$ cat config.mk
export PLATFORM = sky130hd
export DESIGN_NAME = memory_stage
export DESIGN_NICKNAME = d
export VERILOG_FILES = /design/src/hw/core_pkg.sv /design/src/hw/memory_stage.sv
export SDC_FILE = /design/constraint.sdc
export NUM_CORES = 2
export LEC_CHECK = 0
export ABC_AREA = 1
export BUFFER_PORTS_ARGS = -buffer_cell sky130_fd_sc_hd__buf_2
export CAP_MARGIN = 20
export CORE_ASPECT_RATIO = 2
export CORE_MARGIN = 4
export CORE_UTILIZATION = 55
export CTS_CLUSTER_DIAMETER = 200
export DETAILED_ROUTE_END_ITERATION = 10
export PLACE_DENSITY = 0.72
export SLEW_MARGIN = 20
export SYNTH_ARGS = -nofsm -noshare
export SYNTH_HDL_FRONTEND = slang
export SYNTH_SLANG_ARGS = --single-unit
$ cat constraint.sdc
create_clock -name clk -period 5.4 [get_ports clk]
set_input_delay 0 -clock clk [delete_from_list [all_inputs] [get_ports clk]]
set_output_delay 0 -clock clk [all_outputs]
set_load 0.01 [all_outputs]
$ cat src/hw/core_pkg.sv
package core_pkg;

    ////////////////////
    // sizes
    ////////////////////

    localparam int XLEN       = 32;
    localparam int REG_AW     = 5;
    localparam int IMEM_WORDS = 64;
    localparam int DMEM_WORDS = 64;
    localparam int IMEM_AW    = 6;
    localparam int DMEM_AW    = 6;

    ////////////////////
    // opcodes
    ////////////////////

    localparam logic [6:0] OPC_OP     = 7'b0110011;
    localparam logic [6:0] OPC_OP_IMM = 7'b0010011;
    localparam logic [6:0] OPC_LUI    = 7'b0110111;
    localparam logic [6:0] OPC_LOAD   = 7'b0000011;
    localparam logic [6:0] OPC_STORE  = 7'b0100011;
    localparam logic [6:0] OPC_BRANCH = 7'b1100011;

    // alu operation codes
    localparam int ALU_OP_W = 4;
    localparam logic [ALU_OP_W-1:0] ALU_ADD    = 4'd0;
    localparam logic [ALU_OP_W-1:0] ALU_SUB    = 4'd1;
    localparam logic [ALU_OP_W-1:0] ALU_AND    = 4'd2;
    localparam logic [ALU_OP_W-1:0] ALU_OR     = 4'd3;
    localparam logic [ALU_OP_W-1:0] ALU_XOR    = 4'd4;
    localparam logic [ALU_OP_W-1:0] ALU_SLT    = 4'd5;
    localparam logic [ALU_OP_W-1:0] ALU_SLTU   = 4'd6;
    localparam logic [ALU_OP_W-1:0] ALU_SLL    = 4'd7;
    localparam logic [ALU_OP_W-1:0] ALU_SRL    = 4'd8;
    localparam logic [ALU_OP_W-1:0] ALU_SRA    = 4'd9;
    // lui result is the immediate itself
    localparam logic [ALU_OP_W-1:0] ALU_PASS_B = 4'd10;

    // writeback source
    localparam logic WB_ALU  = 1'b0;
    localparam logic WB_LOAD = 1'b1;

    ////////////////////
    // instruction word
    ////////////////////

    // one word, four field layouts picked by opcode
    typedef union packed {
        struct packed {
            logic [6:0]        funct7;
            logic [REG_AW-1:0] rs2;
            logic [REG_AW-1:0] rs1;
            logic [2:0]        funct3;
            logic [REG_AW-1:0] rd;
            logic [6:0]        opcode;
        } r;
        struct packed {
            logic [11:0]       imm12;
            logic [REG_AW-1:0] rs1;
            logic [2:0]        funct3;
            logic [REG_AW-1:0] rd;
            logic [6:0]        opcode;
        } i;
        struct packed {
            logic [6:0]        imm_hi;
            logic [REG_AW-1:0] rs2;
            logic [REG_AW-1:0] rs1;
            logic [2:0]        funct3;
            logic [4:0]        imm_lo;
            logic [6:0]        opcode;
        } s;
        // branch offset is scattered, bit 0 implied zero
        struct packed {
            logic              imm12;
            logic [5:0]        imm10_5;
            logic [REG_AW-1:0] rs2;
            logic [REG_AW-1:0] rs1;
            logic [2:0]        funct3;
            logic [3:0]        imm4_1;
            logic              imm11;
            logic [6:0]        opcode;
        } b;
    } instr_u;

    ////////////////////
    // stage registers
    ////////////////////

    typedef struct packed {
        logic            valid;
        logic [XLEN-1:0] pc;
        instr_u          instr;
    } if_id_t;

    typedef struct packed {
        logic                valid;
        logic [XLEN-1:0]     pc;
        logic [REG_AW-1:0]   rs1;
        logic [REG_AW-1:0]   rs2;
        logic [XLEN-1:0]     rs1_data;
        logic [XLEN-1:0]     rs2_data;
        logic [REG_AW-1:0]   rd;
        logic [XLEN-1:0]     imm;
        logic [ALU_OP_W-1:0] alu_op;
        logic                use_imm;
        logic                is_branch;
        logic [2:0]          br_funct3;
        logic                mem_read;
        logic                mem_write;
        logic                reg_write;
        logic                wb_sel;
    } id_ex_t;

    typedef struct packed {
        logic              valid;
        logic [REG_AW-1:0] rd;
        logic [XLEN-1:0]   alu_result;
        logic [XLEN-1:0]   store_data;
        logic              mem_read;
        logic              mem_write;
        logic              reg_write;
        logic              wb_sel;
    } ex_mem_t;

    // register write, also forwarded and reported as retire
    typedef struct packed {
        logic              valid;
        logic [REG_AW-1:0] rd;
        logic [XLEN-1:0]   data;
    } wb_t;

    typedef struct packed {
        logic            valid;
        logic [XLEN-1:0] target;
    } redirect_t;

endpackage

$ cat src/hw/memory_stage.sv
`timescale 1ns/1ps

module memory_stage (
    input  logic              clk,
    input  logic              rst_n,
    input  core_pkg::ex_mem_t i_ex_mem,
    output core_pkg::wb_t     o_wb
);

    logic [core_pkg::XLEN-1:0]    dmem [core_pkg::DMEM_WORDS];
    logic [core_pkg::DMEM_AW-1:0] word_idx;
    logic [core_pkg::XLEN-1:0]    load_data;
    core_pkg::wb_t                wb_d;
    core_pkg::wb_t                wb_q;

    // word access only, byte offset ignored
    assign word_idx  = i_ex_mem.alu_result[core_pkg::DMEM_AW+1:2];
    assign load_data = dmem[word_idx];

    always_ff @(posedge clk)
    begin
        if (i_ex_mem.valid && i_ex_mem.mem_write)
        begin
            dmem[word_idx] <= i_ex_mem.store_data;
        end
    end

    ////////////////////
    // writeback select
    ////////////////////

    always_comb
    begin
        wb_d.valid = i_ex_mem.valid && i_ex_mem.reg_write;
        wb_d.rd    = i_ex_mem.rd;
        wb_d.data  = (i_ex_mem.wb_sel == core_pkg::WB_LOAD) ? load_data : i_ex_mem.alu_result;
    end

    // MEM/WB register
    always_ff @(posedge clk)
    begin
        if (!rst_n)
        begin
            wb_q.valid <= 1'b0;
        end
        else
        begin
            wb_q <= wb_d;
        end
    end

    assign o_wb = wb_q;

endmodule

==> metrics <==
Avg WL per Cell 22.0 um; Final Net Count 8714; Adder-Cell Fraction of Synth Area 0%; I/O Pins 114; Max Used Layer met5; measured slew at the worst slew-check pin 1.52 ns; clk_skew 0.0541 ns; clk_lat worst skew 0.83 ns; first-iteration detailed-routing DRC count 6321; Reg power frac 55.1%; synth unique cells 27; Max-slew headroom -1.38%; root buf cell clkbuf_16; Residual DRC 0; flop-to-flop setup slack 2.79 ns; Arr. time, crit path 4.22 ns; Reg2Reg Capture Point o_wb[5]; Hold Violations, Final 0; met2 WL post-DR 121000 um; metal1 wirelength 83100 um; most frequent cells in the layout nand2_1 (5668), edfxtp_1 (2085), clkbuf_16 (179), buf_4 (136), buf_2 (99); routed wire length 239000 um; via count 60300; Non-Filler Instances 10800; clock buffer depth 4; WHS Path Cells 5; Final WS setup 1.85 ns; Antenna Violating Nets Remaining 0; first-pass GRT wire length 354000 um; FF-to-FF path depth 10; switching share of power 22.6%; syn avg cell area 10.2 um^2; fmax 0.281 GHz; number of H-tree levels 4; outcome complete, but fails checks; post-CTS sizing 0; reported net switching power 7.34 mW; Syn Nets 8619; vias in the first global route 58600; Starting Density 55.5%; mapped cell area 87500 um^2; Gate power share 6.5%; hold_sp i_ex_mem[65]; flops & latches, synth 2086; prevailing post-synth register cell edfxtp_1; IO Port Bufs 112; reg2reg start dmem[25][5]; dpl hpwl 130000 um; largest family of logic cells by synthesized area simple AND/OR/NAND/NOR gates; Clock power frac 38.4%; unrepaired setup endpoints after global routing false; clock-pin slew on the worst setup and hold paths 0.07 ns; CTS buffer count 178; Area growth syn-to-layout 10.8%; post-synthesis compound-gate area fraction 0.289%; largest net degree at the start of global routing 185; final core utilization 61.5%; post-synthesis sequential area ratio 71.6%; Post-synth EDFFs 2085; chip width 290 um; final setup fails 0; hold crit path type in -> reg; GRT overflow 0; total negative slack 0 ns; row count 206; post-synthesis xor/xnor area fraction 0%; Critical Path Source i_ex_mem[38]; Worst VDD drop 324 uV; GRT Total Usage 28.2%; WP data required 6.06 ns; multiplexer share of the synthesized area 0%; min Tclk post-route 3.55 ns; crit start category input pin; internal power 25.2 mW; dpl cells 10500; die area 166000 um^2; Post-Synthesis Cells 8543; Max-Cap Viols 0; die height 572 um; max-slew violation count 27; via density per instance 5.56; clock net sink count 2086; DRT Pass-1 Iters 6; Final period util 65.8%; critical path class in -> reg; Hold EP o_wb[29]; Critical Path Sink Type flip-flop; Post-Synth Simple-Gate Area 25.5%; met3 WL post-DR 20300 um; pwr/cell area 335 nW/um^2; failing checks slew limit; pre-CTS WS 1.78 ns; crit path max fanout 167; initial antenna violation count 11; commonest non-fill, non-tap cell in the layout nand2_1; layout cells sized above 1 7.05%; asr flop ratio synth 0%; synth warn 0; core area 158000 um^2; Final GP Congestion 0.816; P_leak 40.3 nW; CTS tree built
state kept, by name (all words and copies together) (netlist names):
register and flops:
dmem 2048, o_wb 38
worst max-delay path: stages:
cell,delay [ns]
buf_8,0.27
inv_8,0.41
buf_12,0.58
buf_12,0.58
nand2_1,0.10
nand2_1,0.09
nand2_1,0.05
nand2_1,0.08
nand2_1,0.04
a21oi_1,0.15
o21ai_1,0.08
dlygate4sd3_1,0.56
nand2_1,0.12
dlygate4sd3_1,0.61
cells by family after synthesis:
| logic type | count (synthesis) |
|---|---|
| flip-flops | 2086 |
| buffers and inverters | 515 |
| AO/OA/AOI/OAI | 47 |
| AND/OR/NAND/NOR | 5895 |
final cells by class:
type	instances	area (um^2)
tap	2080	2600
clock buffer	207	4610
timing repair buffer	343	2860
antenna	4	10.0
multi-input combinational	5942	23100
fill	12200	60700
inverter	87	349
clock inverter	99	885
sequential	2086	62600
timing repair:
| item | CTS | global route |
|---|---|---|
| hold buffers | 76 | 5 |
| endpoints found under the setup margin | 0 | 0 |
| buffers inserted | 0 | 0 |
| hold endpoints to repair | 1691 | 320 |
cell usage after synthesis (all sizes together) (2+ instances only):
library cell  instances  share of area (%)
a21oi                22               0.13
buf                 314                1.8
clkbuf              114               0.49
clkinv                2             0.0086
edfxtp             2085                 72
inv                  85               0.36
nand2              5668                 24
nand3                41               0.23
nand4                 2              0.014
nor2                150               0.65
nor3                  4              0.034
nor4                  2              0.014
o211ai                7              0.060
o21ai                18               0.10
or2                  26               0.19
metrics by stage:
step	cell area [um^2]	total power, mW	hold WS, ns
final	97000	32.5	0.0531
after global routing	97000	33.4	0.0809
after CTS	96900	32.6	0.00931
after detailed placement	90700	20.3	0.179
after global placement	90600	20.2	0.176
after floorplan	87500	19.4	0.0989
worst max-delay path by stage:
stage,to,slack [ns],depth (start not counted)
after floorplan,dmem[41][0],1.09,5
after global placement,o_wb[26],1.84,15
after detailed placement,o_wb[27],1.78,15
after CTS,o_wb[5],2.15,14
after global routing,o_wb[5],1.89,14
final,o_wb[5],1.85,14
power groups by stage:
stage	Sequential, mW	Combinational (mW)	Clock [mW]
floorplan	18.3	1.14	0
global placement	18.3	1.97	0
detailed placement	18.3	2.02	0
CTS	17.9	2.08	12.6
global route	17.9	2.30	13.2
finish	17.9	2.10	12.5
per-layer routing:
metal | global-route usage [%] | vias to the layer above
met5 | 0 | -
li1 | - | 27700
met4 | 14.6 | 2
met2 | 50.4 | 3018
met3 | 3.24 | 702
met1 | 33.7 | 28900
No activity file was read; power rests on OpenSTA's default activity.
