===== src/hw/core_pkg.sv =====
package core_pkg;

    ////////////////////
    // sizes
    ////////////////////

    localparam int XLEN       = 32;
    localparam int REG_AW     = 5;
    localparam int IMEM_WORDS = 64;
    localparam int DMEM_WORDS = 64;
    localparam int IMEM_AW    = 6;
    localparam int DMEM_AW    = 6;

    ////////////////////
    // opcodes
    ////////////////////

    localparam logic [6:0] OPC_OP     = 7'b0110011;
    localparam logic [6:0] OPC_OP_IMM = 7'b0010011;
    localparam logic [6:0] OPC_LUI    = 7'b0110111;
    localparam logic [6:0] OPC_LOAD   = 7'b0000011;
    localparam logic [6:0] OPC_STORE  = 7'b0100011;
    localparam logic [6:0] OPC_BRANCH = 7'b1100011;

    // alu operation codes
    localparam int ALU_OP_W = 4;
    localparam logic [ALU_OP_W-1:0] ALU_ADD    = 4'd0;
    localparam logic [ALU_OP_W-1:0] ALU_SUB    = 4'd1;
    localparam logic [ALU_OP_W-1:0] ALU_AND    = 4'd2;
    localparam logic [ALU_OP_W-1:0] ALU_OR     = 4'd3;
    localparam logic [ALU_OP_W-1:0] ALU_XOR    = 4'd4;
    localparam logic [ALU_OP_W-1:0] ALU_SLT    = 4'd5;
    localparam logic [ALU_OP_W-1:0] ALU_SLTU   = 4'd6;
    localparam logic [ALU_OP_W-1:0] ALU_SLL    = 4'd7;
    localparam logic [ALU_OP_W-1:0] ALU_SRL    = 4'd8;
    localparam logic [ALU_OP_W-1:0] ALU_SRA    = 4'd9;
    // lui result is the immediate itself
    localparam logic [ALU_OP_W-1:0] ALU_PASS_B = 4'd10;

    // writeback source
    localparam logic WB_ALU  = 1'b0;
    localparam logic WB_LOAD = 1'b1;

    ////////////////////
    // instruction word
    ////////////////////

    // one word, four field layouts picked by opcode
    typedef union packed {
        struct packed {
            logic [6:0]        funct7;
            logic [REG_AW-1:0] rs2;
            logic [REG_AW-1:0] rs1;
            logic [2:0]        funct3;
            logic [REG_AW-1:0] rd;
            logic [6:0]        opcode;
        } r;
        struct packed {
            logic [11:0]       imm12;
            logic [REG_AW-1:0] rs1;
            logic [2:0]        funct3;
            logic [REG_AW-1:0] rd;
            logic [6:0]        opcode;
        } i;
        struct packed {
            logic [6:0]        imm_hi;
            logic [REG_AW-1:0] rs2;
            logic [REG_AW-1:0] rs1;
            logic [2:0]        funct3;
            logic [4:0]        imm_lo;
            logic [6:0]        opcode;
        } s;
        // branch offset is scattered, bit 0 implied zero
        struct packed {
            logic              imm12;
            logic [5:0]        imm10_5;
            logic [REG_AW-1:0] rs2;
            logic [REG_AW-1:0] rs1;
            logic [2:0]        funct3;
            logic [3:0]        imm4_1;
            logic              imm11;
            logic [6:0]        opcode;
        } b;
    } instr_u;

    ////////////////////
    // stage registers
    ////////////////////

    typedef struct packed {
        logic            valid;
        logic [XLEN-1:0] pc;
        instr_u          instr;
    } if_id_t;

    typedef struct packed {
        logic                valid;
        logic [XLEN-1:0]     pc;
        logic [REG_AW-1:0]   rs1;
        logic [REG_AW-1:0]   rs2;
        logic [XLEN-1:0]     rs1_data;
        logic [XLEN-1:0]     rs2_data;
        logic [REG_AW-1:0]   rd;
        logic [XLEN-1:0]     imm;
        logic [ALU_OP_W-1:0] alu_op;
        logic                use_imm;
        logic                is_branch;
        logic [2:0]          br_funct3;
        logic                mem_read;
        logic                mem_write;
        logic                reg_write;
        logic                wb_sel;
    } id_ex_t;

    typedef struct packed {
        logic              valid;
        logic [REG_AW-1:0] rd;
        logic [XLEN-1:0]   alu_result;
        logic [XLEN-1:0]   store_data;
        logic              mem_read;
        logic              mem_write;
        logic              reg_write;
        logic              wb_sel;
    } ex_mem_t;

    // register write, also forwarded and reported as retire
    typedef struct packed {
        logic              valid;
        logic [REG_AW-1:0] rd;
        logic [XLEN-1:0]   data;
    } wb_t;

    typedef struct packed {
        logic            valid;
        logic [XLEN-1:0] target;
    } redirect_t;

endpackage


===== src/hw/fetch_stage.sv =====
`timescale 1ns/1ps

module fetch_stage (
    input  logic                         clk,
    input  logic                         rst_n,
    input  logic                         i_imem_we,
    input  logic [core_pkg::IMEM_AW-1:0] i_imem_addr,
    input  logic [core_pkg::XLEN-1:0]    i_imem_data,
    input  logic                         i_stall,
    input  core_pkg::redirect_t          i_redirect,
    output core_pkg::if_id_t             o_if_id
);

    logic [core_pkg::XLEN-1:0] pc;
    logic [core_pkg::XLEN-1:0] imem [core_pkg::IMEM_WORDS];
    logic [core_pkg::XLEN-1:0] instr;
    core_pkg::if_id_t          if_id_q;

    // program load port, used while core is held in reset
    always_ff @(posedge clk)
    begin
        if (i_imem_we)
        begin
            imem[i_imem_addr] <= i_imem_data;
        end
    end

    // async read at pc word index
    assign instr = imem[pc[core_pkg::IMEM_AW+1:2]];

    ////////////////////
    // program counter
    ////////////////////

    always_ff @(posedge clk)
    begin
        if (!rst_n)
        begin
            pc <= '0;
        end
        // taken branch beats a load-use hold
        else if (i_redirect.valid)
        begin
            pc <= i_redirect.target;
        end
        else if (!i_stall)
        begin
            pc <= pc + 32'd4;
        end
    end

    // IF/ID register
    always_ff @(posedge clk)
    begin
        if (!rst_n)
        begin
            if_id_q.valid <= 1'b0;
        end
        else if (i_redirect.valid)
        begin
            // wrong-path fetch dropped
            if_id_q.valid <= 1'b0;
        end
        else if (!i_stall)
        begin
            if_id_q.valid <= 1'b1;
            if_id_q.pc    <= pc;
            if_id_q.instr <= instr;
        end
    end

    assign o_if_id = if_id_q;

endmodule


===== config.mk =====
export PLATFORM = sky130hd
export DESIGN_NAME = fetch_stage
export DESIGN_NICKNAME = d
export VERILOG_FILES = /design/src/hw/core_pkg.sv /design/src/hw/fetch_stage.sv
export SDC_FILE = /design/constraint.sdc
export NUM_CORES = 2
export LEC_CHECK = 0
export ABC_AREA = 1
export BUFFER_PORTS_ARGS = -buffer_cell sky130_fd_sc_hd__buf_2
export CAP_MARGIN = 30
export CORE_ASPECT_RATIO = 1.25
export CORE_MARGIN = 3
export CORE_UTILIZATION = 33
export CTS_BUF_LIST = sky130_fd_sc_hd__clkbuf_4
export DETAILED_ROUTE_END_ITERATION = 12
export RECOVER_POWER = 25
export SLEW_MARGIN = 10
export SYNTH_ARGS = -nofsm -noshare
export SYNTH_HDL_FRONTEND = slang
export SYNTH_SLANG_ARGS = --single-unit

===== constraint.sdc =====
create_clock -name clk -period 6.07 [get_ports clk]
set_input_delay 0.3035 -clock clk [delete_from_list [all_inputs] [get_ports clk]]
set_output_delay 0.3035 -clock clk [all_outputs]
set_load 0.05 [all_outputs]

==> load_flow_metrics.sql <==
INSERT INTO impl_metrics (metric_group, metric, value, unit) VALUES
('synthesis', 'netlist_instances', '8590', ''),
('clocking', 'tritoncts.num_buffers', '533', ''),
('synthesis', 'synth_edf_count', '2112', ''),
('detailed_routing', 'route.detailed.vias_per_inst', '4.88', ''),
('timing', 'totalNegativeSetupSlack', '0', 'ps'),
('floorplan', 'die_w', '475', 'µm'),
('timing', 'maxSlewViolCount', '1921', ''),
('critical_path', 'worst-endpoint-required', '7140', 'ps'),
('power_and_ir_drop', 'ir_drop', '0.138', 'mV'),
('clocking', 'numClockSinks', '2145', ''),
('synthesis', 'synth_top_flop_cell', 'sky130_fd_sc_hd__edfxtp_1', ''),
('floorplan', 'rows', '214', ''),
('synthesis', 'synth_sequential_area_ratio', '70.8', '%'),
('critical_path', 'setup.worst_path.end_class', 'register', ''),
('global_routing', 'grt_busiest_layer', 'met2', ''),
('synthesis', 'syn-num-nets', '8666', ''),
('critical_path', 'worst_path_class_setup', 'register to register', ''),
('synthesis', 'synth-warning-count', '0', ''),
('clocking', 'ctsResizeCount', '0', ''),
('global_routing', 'grt_antenna_before_repair', '18', ''),
('critical_path', 'worst-r2r-cell-count', '9', ''),
('timing', 'min_period_over_period', '65.0', '%'),
('detailed_routing', 'drt-pass1-iter-count', '8', ''),
('floorplan', 'core_area', '273000', 'µm²'),
('finish', 'layout_common_cells', 'sky130_fd_sc_hd__nand2_1, sky130_fd_sc_hd__edfxtp_1, sky130_fd_sc_hd__inv_1', ''),
('timing', 'finalSetupViolations', '0', ''),
('clocking', 'cts_tree', 'yes', ''),
('global_routing', 'pin_count_of_the_biggest_net_entering_global_routing', '179', ''),
('global_routing', 'grt_first_pass_wirelength', '400000', 'µm'),
('timing', 'hold_viol', '0', ''),
('detailed_routing', 'wl_per_cell', '20.8', 'µm'),
('timing', 'max_slew_margin', '-179', '%'),
('clocking', 'cts_root_buffer', 'sky130_fd_sc_hd__clkbuf_4', ''),
('global_routing', 'gr-usage-all-layers', '18.9', '%'),
('detailed_routing', 'drc', '0', ''),
('timing', 'final_worst_clock_skew', '102', 'ps'),
('detailed_routing', 'num_vias', '63800', ''),
('synthesis', 'synth.avg_cell_area', '10.5', 'µm²'),
('clocking', 'worst_setup_hold_path_clk_slew', '70', 'ps'),
('detailed_routing', 'drt_first_iter_violations', '6398', ''),
('global_routing', 'globalRouteOverflowTotal', '0', ''),
('critical_path', 'critical_path_source', 'pc[5]$_SDFFE_PN0N_', ''),
('power_and_ir_drop', 'leakage', '41.5', 'nW'),
('finish', 'layout.cells.most_common', 'sky130_fd_sc_hd__nand2_1', ''),
('placement', 'detailedPlacementHpwl', '148000', 'µm'),
('critical_path', 'r2r_start', 'pc[5]$_SDFFE_PN0N_', ''),
('critical_path', 'regToRegSetupSlack', '2130', 'ps'),
('critical_path', 'critical_path_maximum_fanout', '62', ''),
('critical_path', 'worst-endpoint-arrival', '5010', 'ps'),
('detailed_routing', 'ant_nets', '0', ''),
('floorplan', 'die-area', '281000', 'µm²'),
('placement', 'io_buffers', '139', ''),
('power_and_ir_drop', 'power-per-cell-area', '299', 'nW/µm²'),
('global_routing', 'first_global_vias', '62400', ''),
('finish', 'final_design_utilization', '38.1', '%'),
('outcome', 'status', 'complete, but fails checks', ''),
('finish', 'synthToLayoutAreaGrowth', '14.8', '%'),
('clocking', 'cts.path.max_buffers', '4', ''),
('critical_path', 'cp-endpoint', 'o_if_id[2]$_DFFE_PP_', ''),
('floorplan', 'floorplan.initialDensity', '33.2', '%'),
('outcome', 'violations', 'capacitance limit, slew limit', ''),
('critical_path', 'rr_endpoint', 'o_if_id[2]$_DFFE_PP_', ''),
('worst_hold_path', 'timing.hold.worst.class', 'input pin to register', ''),
('finish', 'drive_gt1_share', '12.2', '%'),
('timing', 'grt_setup_unrepaired', 'no', ''),
('synthesis', 'yosysUniqueCellTypes', '32', ''),
('clocking', 'worst_skew_pair.late_latency', '1200', 'ps'),
('synthesis', 'number_of_synthesized_register_bits', '2145', ''),
('timing', 'worst_slew_pin_slew', '4180', 'ps'),
('run', 'max_cap_violations', '30', ''),
('detailed_routing', 'route.final.wire_length', '272000', 'µm');
cell type report:
cell class,instances,area [µm²]
Fill cell,26300,169000
Sequential cell,2145,64100
Multi-Input combinational cell,4957,21000
Clock buffer,740,5560
Tap cell,3564,4460
Inverter,1048,3970
Timing Repair Buffer,441,3670
Clock inverter,159,1080
Antenna cell,18,45.0
critical path, stage by stage, from the launching register on:
cell and delay [ps]:
sky130_fd_sc_hd__dfxtp_1 670, sky130_fd_sc_hd__nand2_1 750, sky130_fd_sc_hd__inv_6 850, sky130_fd_sc_hd__buf_4 620
sky130_fd_sc_hd__nand3_1 140, sky130_fd_sc_hd__nand2_1 90, sky130_fd_sc_hd__a21oi_1 50, sky130_fd_sc_hd__nand2_1 140
sky130_fd_sc_hd__nand3_1 300, sky130_fd_sc_hd__nand2_1 170
state kept, by name, indices dropped and copies added, names as in the netlist:
register,flops
o_if_id,65
imem,2048
pc,32
timing repair:
item | CTS | global route
setup buffers | 0 | 0
hold buffers | 141 | 0
hold endpoints to repair | 2497 | 0
cell usage after synthesis (2+ instances only):
library cell	instances	area, µm²
sky130_fd_sc_hd__a22o_1	3	26.3
sky130_fd_sc_hd__buf_6	6	67.6
sky130_fd_sc_hd__o21ai_0	272	1360
sky130_fd_sc_hd__and3_1	7	43.8
sky130_fd_sc_hd__buf_4	40	300
sky130_fd_sc_hd__clkinv_1	4	15.0
sky130_fd_sc_hd__nor2_2	2	12.5
sky130_fd_sc_hd__xor2_1	6	52.6
sky130_fd_sc_hd__nor2_1	691	2590
sky130_fd_sc_hd__clkbuf_1	204	766
sky130_fd_sc_hd__nand2_1	2832	10600
sky130_fd_sc_hd__buf_1	73	274
sky130_fd_sc_hd__o211ai_1	9	67.6
sky130_fd_sc_hd__edfxtp_1	2112	63400
sky130_fd_sc_hd__a31oi_1	9	56.3
sky130_fd_sc_hd__buf_2	117	586
sky130_fd_sc_hd__nand4_1	10	62.6
sky130_fd_sc_hd__nand3_1	980	4900
sky130_fd_sc_hd__or2_2	27	169
sky130_fd_sc_hd__nor4_1	8	50.1
sky130_fd_sc_hd__a21oi_1	77	385
sky130_fd_sc_hd__o21ai_1	18	90.1
sky130_fd_sc_hd__dfxtp_1	33	661
sky130_fd_sc_hd__inv_1	1042	3910
per-stage QoR:
stage / std cells / power (mW) / hold slack (ps) / area [µm²] / setup WS [ps]
finish: 13100 / 31.1 / 180 / 104000 / 2130
global route: 13100 / 32.3 / 158 / 104000 / 1960
CTS: 13100 / 31.3 / 77.0 / 104000 / 2090
detailed placement: 12000 / 19.2 / 422 / 95900 / 2140
global placement: 12000 / 19.1 / 411 / 95600 / 2190
floorplan: 8590 / 18.1 / 402 / 90600 / 1640
power breakdown:
group	internal (mW)	total [mW]	switching [mW]
Combinational	0.607	2.45	1.85
Sequential	16.4	16.5	0.0861
Clock	6.35	12.1	5.76
Total	23.4	31.1	7.70
worst min-delay path by stage:
| stage | depth (start not counted) | startpoint | to |
|---|---|---|---|
| after detailed placement | 0 | pc[1]$_SDFFE_PN0P_ | o_if_id[33]$_DFFE_PP_ |
| after global routing | 3 | i_imem_addr[5] | imem[34][10]$_DFFE_PP_ |
| after CTS | 3 | i_imem_addr[5] | imem[34][10]$_DFFE_PP_ |
| after global placement | 0 | pc[1]$_SDFFE_PN0P_ | o_if_id[33]$_DFFE_PP_ |
| after floorplan | 0 | i_imem_data[0] | imem[0][0]$_DFFE_PP_ |
| final | 3 | i_imem_addr[5] | imem[34][1]$_DFFE_PP_ |
routing by layer:
metal	part of all wire (%)	wire length (µm)
met2	48	131000
met1	40	108000
met5	0.014	38
met3	8.0	21600
met4	4.2	11500
cells by family after synthesis:
group / count (synthesis) / synth area share [%]
fa+ha+maj: 1 / 0.0138
compound gates: 390 / 2.21
buf+inv: 1488 / 6.55
flops: 2145 / 70.8
simple gates: 4560 / 20.4
xor+xnor: 6 / 0.0580
Power figures use the tool's default switching activity.
