===== config.mk =====
export PLATFORM = sky130hd
export DESIGN_NAME = execute_stage
export DESIGN_NICKNAME = d
export VERILOG_FILES = /design/src/hw/core_pkg.sv /design/src/hw/execute_stage.sv
export SDC_FILE = /design/constraint.sdc
export NUM_CORES = 1
export LEC_CHECK = 0
export BUFFER_PORTS_ARGS = -buffer_cell sky130_fd_sc_hd__buf_2
export CAP_MARGIN = 0
export CELL_PAD_IN_SITES_DETAIL_PLACEMENT = 1
export CELL_PAD_IN_SITES_GLOBAL_PLACEMENT = 2
export CORE_ASPECT_RATIO = 1.75
export CORE_MARGIN = 8
export CORE_UTILIZATION = 30
export CTS_BUF_LIST = sky130_fd_sc_hd__clkbuf_4 sky130_fd_sc_hd__clkbuf_8
export CTS_CLUSTER_DIAMETER = 30
export DETAILED_ROUTE_END_ITERATION = 12
export PLACE_DENSITY_LB_ADDON = 0.1
export SYNTH_ARGS = -nofsm -noshare
export SYNTH_HDL_FRONTEND = slang
export SYNTH_SLANG_ARGS = --single-unit

===== constraint.sdc =====
create_clock -name clk -period 6.2 [get_ports clk]
set_input_delay 0.93 -clock clk [delete_from_list [all_inputs] [get_ports clk]]
set_output_delay 0.93 -clock clk [all_outputs]
set_load 0.1 [all_outputs]

===== src/hw/core_pkg.sv =====
package core_pkg;

    ////////////////////
    // sizes
    ////////////////////

    localparam int XLEN       = 32;
    localparam int REG_AW     = 5;
    localparam int IMEM_WORDS = 64;
    localparam int DMEM_WORDS = 64;
    localparam int IMEM_AW    = 6;
    localparam int DMEM_AW    = 6;

    ////////////////////
    // opcodes
    ////////////////////

    localparam logic [6:0] OPC_OP     = 7'b0110011;
    localparam logic [6:0] OPC_OP_IMM = 7'b0010011;
    localparam logic [6:0] OPC_LUI    = 7'b0110111;
    localparam logic [6:0] OPC_LOAD   = 7'b0000011;
    localparam logic [6:0] OPC_STORE  = 7'b0100011;
    localparam logic [6:0] OPC_BRANCH = 7'b1100011;

    // alu operation codes
    localparam int ALU_OP_W = 4;
    localparam logic [ALU_OP_W-1:0] ALU_ADD    = 4'd0;
    localparam logic [ALU_OP_W-1:0] ALU_SUB    = 4'd1;
    localparam logic [ALU_OP_W-1:0] ALU_AND    = 4'd2;
    localparam logic [ALU_OP_W-1:0] ALU_OR     = 4'd3;
    localparam logic [ALU_OP_W-1:0] ALU_XOR    = 4'd4;
    localparam logic [ALU_OP_W-1:0] ALU_SLT    = 4'd5;
    localparam logic [ALU_OP_W-1:0] ALU_SLTU   = 4'd6;
    localparam logic [ALU_OP_W-1:0] ALU_SLL    = 4'd7;
    localparam logic [ALU_OP_W-1:0] ALU_SRL    = 4'd8;
    localparam logic [ALU_OP_W-1:0] ALU_SRA    = 4'd9;
    // lui result is the immediate itself
    localparam logic [ALU_OP_W-1:0] ALU_PASS_B = 4'd10;

    // writeback source
    localparam logic WB_ALU  = 1'b0;
    localparam logic WB_LOAD = 1'b1;

    ////////////////////
    // instruction word
    ////////////////////

    // one word, four field layouts picked by opcode
    typedef union packed {
        struct packed {
            logic [6:0]        funct7;
            logic [REG_AW-1:0] rs2;
            logic [REG_AW-1:0] rs1;
            logic [2:0]        funct3;
            logic [REG_AW-1:0] rd;
            logic [6:0]        opcode;
        } r;
        struct packed {
            logic [11:0]       imm12;
            logic [REG_AW-1:0] rs1;
            logic [2:0]        funct3;
            logic [REG_AW-1:0] rd;
            logic [6:0]        opcode;
        } i;
        struct packed {
            logic [6:0]        imm_hi;
            logic [REG_AW-1:0] rs2;
            logic [REG_AW-1:0] rs1;
            logic [2:0]        funct3;
            logic [4:0]        imm_lo;
            logic [6:0]        opcode;
        } s;
        // branch offset is scattered, bit 0 implied zero
        struct packed {
            logic              imm12;
            logic [5:0]        imm10_5;
            logic [REG_AW-1:0] rs2;
            logic [REG_AW-1:0] rs1;
            logic [2:0]        funct3;
            logic [3:0]        imm4_1;
            logic              imm11;
            logic [6:0]        opcode;
        } b;
    } instr_u;

    ////////////////////
    // stage registers
    ////////////////////

    typedef struct packed {
        logic            valid;
        logic [XLEN-1:0] pc;
        instr_u          instr;
    } if_id_t;

    typedef struct packed {
        logic                valid;
        logic [XLEN-1:0]     pc;
        logic [REG_AW-1:0]   rs1;
        logic [REG_AW-1:0]   rs2;
        logic [XLEN-1:0]     rs1_data;
        logic [XLEN-1:0]     rs2_data;
        logic [REG_AW-1:0]   rd;
        logic [XLEN-1:0]     imm;
        logic [ALU_OP_W-1:0] alu_op;
        logic                use_imm;
        logic                is_branch;
        logic [2:0]          br_funct3;
        logic                mem_read;
        logic                mem_write;
        logic                reg_write;
        logic                wb_sel;
    } id_ex_t;

    typedef struct packed {
        logic              valid;
        logic [REG_AW-1:0] rd;
        logic [XLEN-1:0]   alu_result;
        logic [XLEN-1:0]   store_data;
        logic              mem_read;
        logic              mem_write;
        logic              reg_write;
        logic              wb_sel;
    } ex_mem_t;

    // register write, also forwarded and reported as retire
    typedef struct packed {
        logic              valid;
        logic [REG_AW-1:0] rd;
        logic [XLEN-1:0]   data;
    } wb_t;

    typedef struct packed {
        logic            valid;
        logic [XLEN-1:0] target;
    } redirect_t;

endpackage


===== src/hw/execute_stage.sv =====
`timescale 1ns/1ps

module execute_stage (
    input  logic                clk,
    input  logic                rst_n,
    input  core_pkg::id_ex_t    i_id_ex,
    input  core_pkg::wb_t       i_wb,
    output core_pkg::redirect_t o_redirect,
    output core_pkg::ex_mem_t   o_ex_mem
);

    core_pkg::ex_mem_t         ex_mem_q;
    logic [core_pkg::XLEN-1:0] rs1_val;
    logic [core_pkg::XLEN-1:0] rs2_val;
    logic [core_pkg::XLEN-1:0] op_b;
    logic [core_pkg::XLEN-1:0] alu_result;
    logic                      br_cond;

    // newest producer first, ex/mem then writeback then id/ex copy
    function automatic logic [core_pkg::XLEN-1:0] forward(
        input logic [core_pkg::REG_AW-1:0] idx,
        input logic [core_pkg::XLEN-1:0]   reg_val,
        input core_pkg::ex_mem_t           ex_mem,
        input core_pkg::wb_t               wb
    );
        // a load in ex/mem has no data yet
        if ((idx != '0) && ex_mem.valid && ex_mem.reg_write && !ex_mem.mem_read &&
            (ex_mem.rd == idx))
            forward = ex_mem.alu_result;
        else if ((idx != '0) && wb.valid && (wb.rd == idx))
            forward = wb.data;
        else
            forward = reg_val;
    endfunction

    ////////////////////
    // operands and alu
    ////////////////////

    assign rs1_val = forward(i_id_ex.rs1, i_id_ex.rs1_data, ex_mem_q, i_wb);
    assign rs2_val = forward(i_id_ex.rs2, i_id_ex.rs2_data, ex_mem_q, i_wb);
    assign op_b    = i_id_ex.use_imm ? i_id_ex.imm : rs2_val;

    // loads and stores use add for rs1 plus imm
    always_comb
    begin
        case (i_id_ex.alu_op)
            core_pkg::ALU_ADD:    alu_result = rs1_val + op_b;
            core_pkg::ALU_SUB:    alu_result = rs1_val - op_b;
            core_pkg::ALU_AND:    alu_result = rs1_val & op_b;
            core_pkg::ALU_OR:     alu_result = rs1_val | op_b;
            core_pkg::ALU_XOR:    alu_result = rs1_val ^ op_b;
            core_pkg::ALU_SLT:
                alu_result = {{(core_pkg::XLEN-1){1'b0}}, $signed(rs1_val) < $signed(op_b)};
            core_pkg::ALU_SLTU:
                alu_result = {{(core_pkg::XLEN-1){1'b0}}, rs1_val < op_b};
            // shift amount is the low five bits
            core_pkg::ALU_SLL:    alu_result = rs1_val << op_b[4:0];
            core_pkg::ALU_SRL:    alu_result = rs1_val >> op_b[4:0];
            core_pkg::ALU_SRA:    alu_result = $signed(rs1_val) >>> op_b[4:0];
            core_pkg::ALU_PASS_B: alu_result = op_b;
            default:              alu_result = '0;
        endcase
    end

    ////////////////////
    // branch resolve
    ////////////////////

    always_comb
    begin
        case (i_id_ex.br_funct3)
            3'b000:  br_cond = (rs1_val == rs2_val);
            3'b001:  br_cond = (rs1_val != rs2_val);
            3'b100:  br_cond = ($signed(rs1_val) < $signed(rs2_val));
            3'b101:  br_cond = ($signed(rs1_val) >= $signed(rs2_val));
            3'b110:  br_cond = (rs1_val < rs2_val);
            3'b111:  br_cond = (rs1_val >= rs2_val);
            default: br_cond = 1'b0;
        endcase
    end

    // predict not taken, so only a taken branch redirects
    assign o_redirect.valid  = i_id_ex.valid && i_id_ex.is_branch && br_cond;
    assign o_redirect.target = i_id_ex.pc + i_id_ex.imm;

    // EX/MEM register
    always_ff @(posedge clk)
    begin
        if (!rst_n)
        begin
            ex_mem_q.valid <= 1'b0;
        end
        else
        begin
            ex_mem_q.valid      <= i_id_ex.valid;
            ex_mem_q.rd         <= i_id_ex.rd;
            ex_mem_q.alu_result <= alu_result;
            ex_mem_q.store_data <= rs2_val;
            ex_mem_q.mem_read   <= i_id_ex.mem_read;
            ex_mem_q.mem_write  <= i_id_ex.mem_write;
            ex_mem_q.reg_write  <= i_id_ex.reg_write;
            ex_mem_q.wb_sel     <= i_id_ex.wb_sel;
        end
    end

    assign o_ex_mem = ex_mem_q;

endmodule


==> metrics.md <==
| Metric | Value |
|---|---|
| Status | `finished, violations left` |
| Failing checks | `setup timing` |
| MaxCap Viol Count | `0` |
| Antenna-violating nets left | `0` |
| PnR worst setup slack | `-0.00143 ns` |
| Comb pwr share | `0.713` |
| Initial Util | `0.303` |
| CTS Sinks | `74` |
| Area of the multi-input gates | `12500 um^2` |
| Routed via count | `19900` |
| Post-route DRC | `0` |
| Register area | `2210 um^2` |
| Mapped Area | `15500 um^2` |
| CTS Hold Bufs | `0` |
| Switching power | `2.31 mW` |
| Synth Flop Type | `edfxtp_1` |
| Clk buf depth | `2` |
| Routability congestion estimate | `1.02` |
| Syn Inst Count | `2110` |
| Post-synthesis register bit count | `74` |
| I/O Buffers | `303` |
| Clock power share | `0.117` |
| F_max | `161 MHz` |
| Synth warn | `0` |
| Final Max Slew Viols | `0` |
| Post-synthesis sequential area ratio | `0.143` |
| Clk slew on worst S/H paths | `0.10 ns` |
| Initial drt markers | `1011` |
| Total gr overflow | `0` |
| Fin. Hold Viols | `0` |
| Vias in the first global route | `21100` |
| CP required | `5.27 ns` |
| Final HPWL DP | `85600 um` |
| Final Util | `0.404` |
| Root Buffer | `clkbuf_8` |
| Path type of the worst setup path | `input pin to primary output` |
| Worst VDD drop | `0.130 mV` |
| CP Capture Type | `primary output` |
| Die area | `59500 um^2` |
| Worst Skew | `0.0193 ns` |
| Htree depth | `3` |
| PD cells | `193 nW/um^2` |
| Startpoint types | `input pin` |
| EDFF count, synth | `73` |
| Seq pwr share | `0.170` |
| Pleak | `9.22 nW` |
| Max reg flops | `74` |
| Initial antenna violation count | `2` |
| Top cell type's share of synthesized area | `0.141` |
| Slew HR | `0.162` |
| Die X | `188 um` |
| Std-Cell Rows | `110` |
| Wire per inst | `30.9 um` |
| Slew @ Worst Pin | `1.26 ns` |
| RSZ-0062 raised after global routing | `yes` |
| Most frequent cell after synthesis | `a21oi_1` |
| Fraction of registers with async set/reset | `0` |
| Pre-CTS setup slack | `-0.388 ns` |
| Largest cells by area after synthesis | `edfxtp_1, ha_1, a21oi_1` |
| Final setup vio count | `1` |
| Worst skew pair latency | `0.44 ns` |
| Mean area per synthesized cell | `7.35 um^2` |
| CTS Buf Count | `9` |
| Internal power | `1.69 mW` |
| First-pass GRT wire length | `146000 um` |
| Switching share of total power | `0.577` |
| Worst min-delay path category | `input pin to register` |
| Ports | `304` |
| Arr. time, crit path | `5.27 ns` |
| Chip Height | `317 um` |
| Vias per cell | `6.00` |
| Pin count of the biggest net entering global routing | `75` |
| Area Growth Syn to Fin | `33.5%` |
| Synth cell count leaders | `a21oi_1, nor2_1, ha_1` |
| Layout cell share with drive strength beyond 1 | `0.301` |
| Final WL | `102000 um` |
| CTS tree | `built` |
| Setup Total Neg Slack | `-0.00143 ns` |
| GRT Total Usage | `0.331` |
| Distinct cell type count after synthesis | `100` |
| Nets | `2998` |
| WHS | `0.662 ns` |
| Fillcell total | `6533` |
| Critical path peak fanout | `11` |
| Fin crit share | `1.00` |
| Fin crit period | `6.20 ns` |
| Core area | `51200 um^2` |
| DR pass1 iterations | `5` |
| Post-Syn Nets | `2475` |
| Top cell type by total area after synthesis | `edfxtp_1` |
## per-layer routing
metal	vias to the layer above	GRT usage	wire [um]
met5	-	0	0
li1	8971	-	-
met2	731	0.616	52200
met3	259	0.0430	4450
met4	0	0.223	7800
met1	9903	0.343	37900
## placed cells by master, fill, tap and decap left out, types with 31 or more instances in the layout
cell,n
buf_4,319
a21o_1,38
edfxtp_1,73
buf_2,299
a21oi_1,205
o21ai_0,152
inv_1,131
nand3_1,62
xnor2_1,48
nor3_1,115
o221ai_1,31
nor2_1,170
a211oi_1,37
mux2i_1,90
ha_1,159
nand2_1,132
## per-stage QoR
stage	instances	total power, mW	area (um^2)
CTS	3284	3.95	20200
finish	3313	4.00	20700
floorplan	2110	2.42	15600
global placement	3258	3.42	19700
global route	3312	4.16	20700
detailed placement	3258	3.44	19700
## critical path: stages
cell and delay (ns):
buf_2 0.14, xnor2_1 0.22, nand4_1 0.19, or3_4 0.39, buf_12 0.16, buf_4 0.16, nor2_1 0.19, a21oi_2 0.07
inv_1 0.11, ha_4 0.21, a21o_1 0.16, a21o_1 0.18, a21o_1 0.18, a21o_1 0.18, a21oi_2 0.15, o21ai_1 0.10
a22oi_1 0.23, nand4_1 0.21, nor4b_4 0.18, a2111o_1 0.43, a211oi_4 0.27, buf_12 0.21
## final cells by class
cell class | count | share of cell area
multi-input cells | 1761 | 0.605
repair buffers | 645 | 0.210
flip-flops and latches | 74 | 0.107
well taps | 672 | 0.0406
inverters | 142 | 0.0259
clock buffers | 10 | 0.00635
clock inverters | 6 | 0.00429
diodes | 3 | 0.000363
## power by group through the flow
stage / Sequential [mW] / Combinational [mW] / Clock [mW]
detailed placement: 0.690 / 2.75 / 0
global placement: 0.688 / 2.73 / 0
CTS: 0.679 / 2.79 / 0.477
global route: 0.684 / 2.99 / 0.488
finish: 0.680 / 2.85 / 0.468
floorplan: 1.01 / 1.40 / 0
## cell families (layout without fill, tap and decap cells)
| logic type | Yosys count | in the layout | synth area share |
|---|---|---|---|
| buffers and inverters | 275 | 803 | 0.0741 |
| adders and majority gates | 168 | 168 | 0.137 |
| and+or+nand+nor | 642 | 642 | 0.203 |
| DFF | 74 | 74 | 0.143 |
| muxes | 100 | 100 | 0.0663 |
| other | 0 | 3 | 0 |
| xor gates and xnor gates | 60 | 60 | 0.0339 |
| AOI/OAI and AO/OA | 791 | 791 | 0.343 |
## final timing paths
| path | start | end | slack, ns | cells past startpoint |
|---|---|---|---|---|
| worst min-delay path | i_id_ex[1] | o_ex_mem[1] | 0.66 | 1 |
| worst min register to register | o_ex_mem[54] | o_ex_mem[22] | 0.75 | 2 |
| worst max register to register | o_ex_mem[68] | o_ex_mem[67] | 0.31 | 23 |
| worst max-delay path | i_id_ex[116] | o_redirect[32] | -0.001 | 22 |
## timing repair
item	CTS	global route
cloned	1	2
pin swaps	16	50
endpoints found under the setup margin	1	5
setup buffers	9	26
gates resized for setup	27	58
Note: power is estimated with default switching activity, not from simulation.
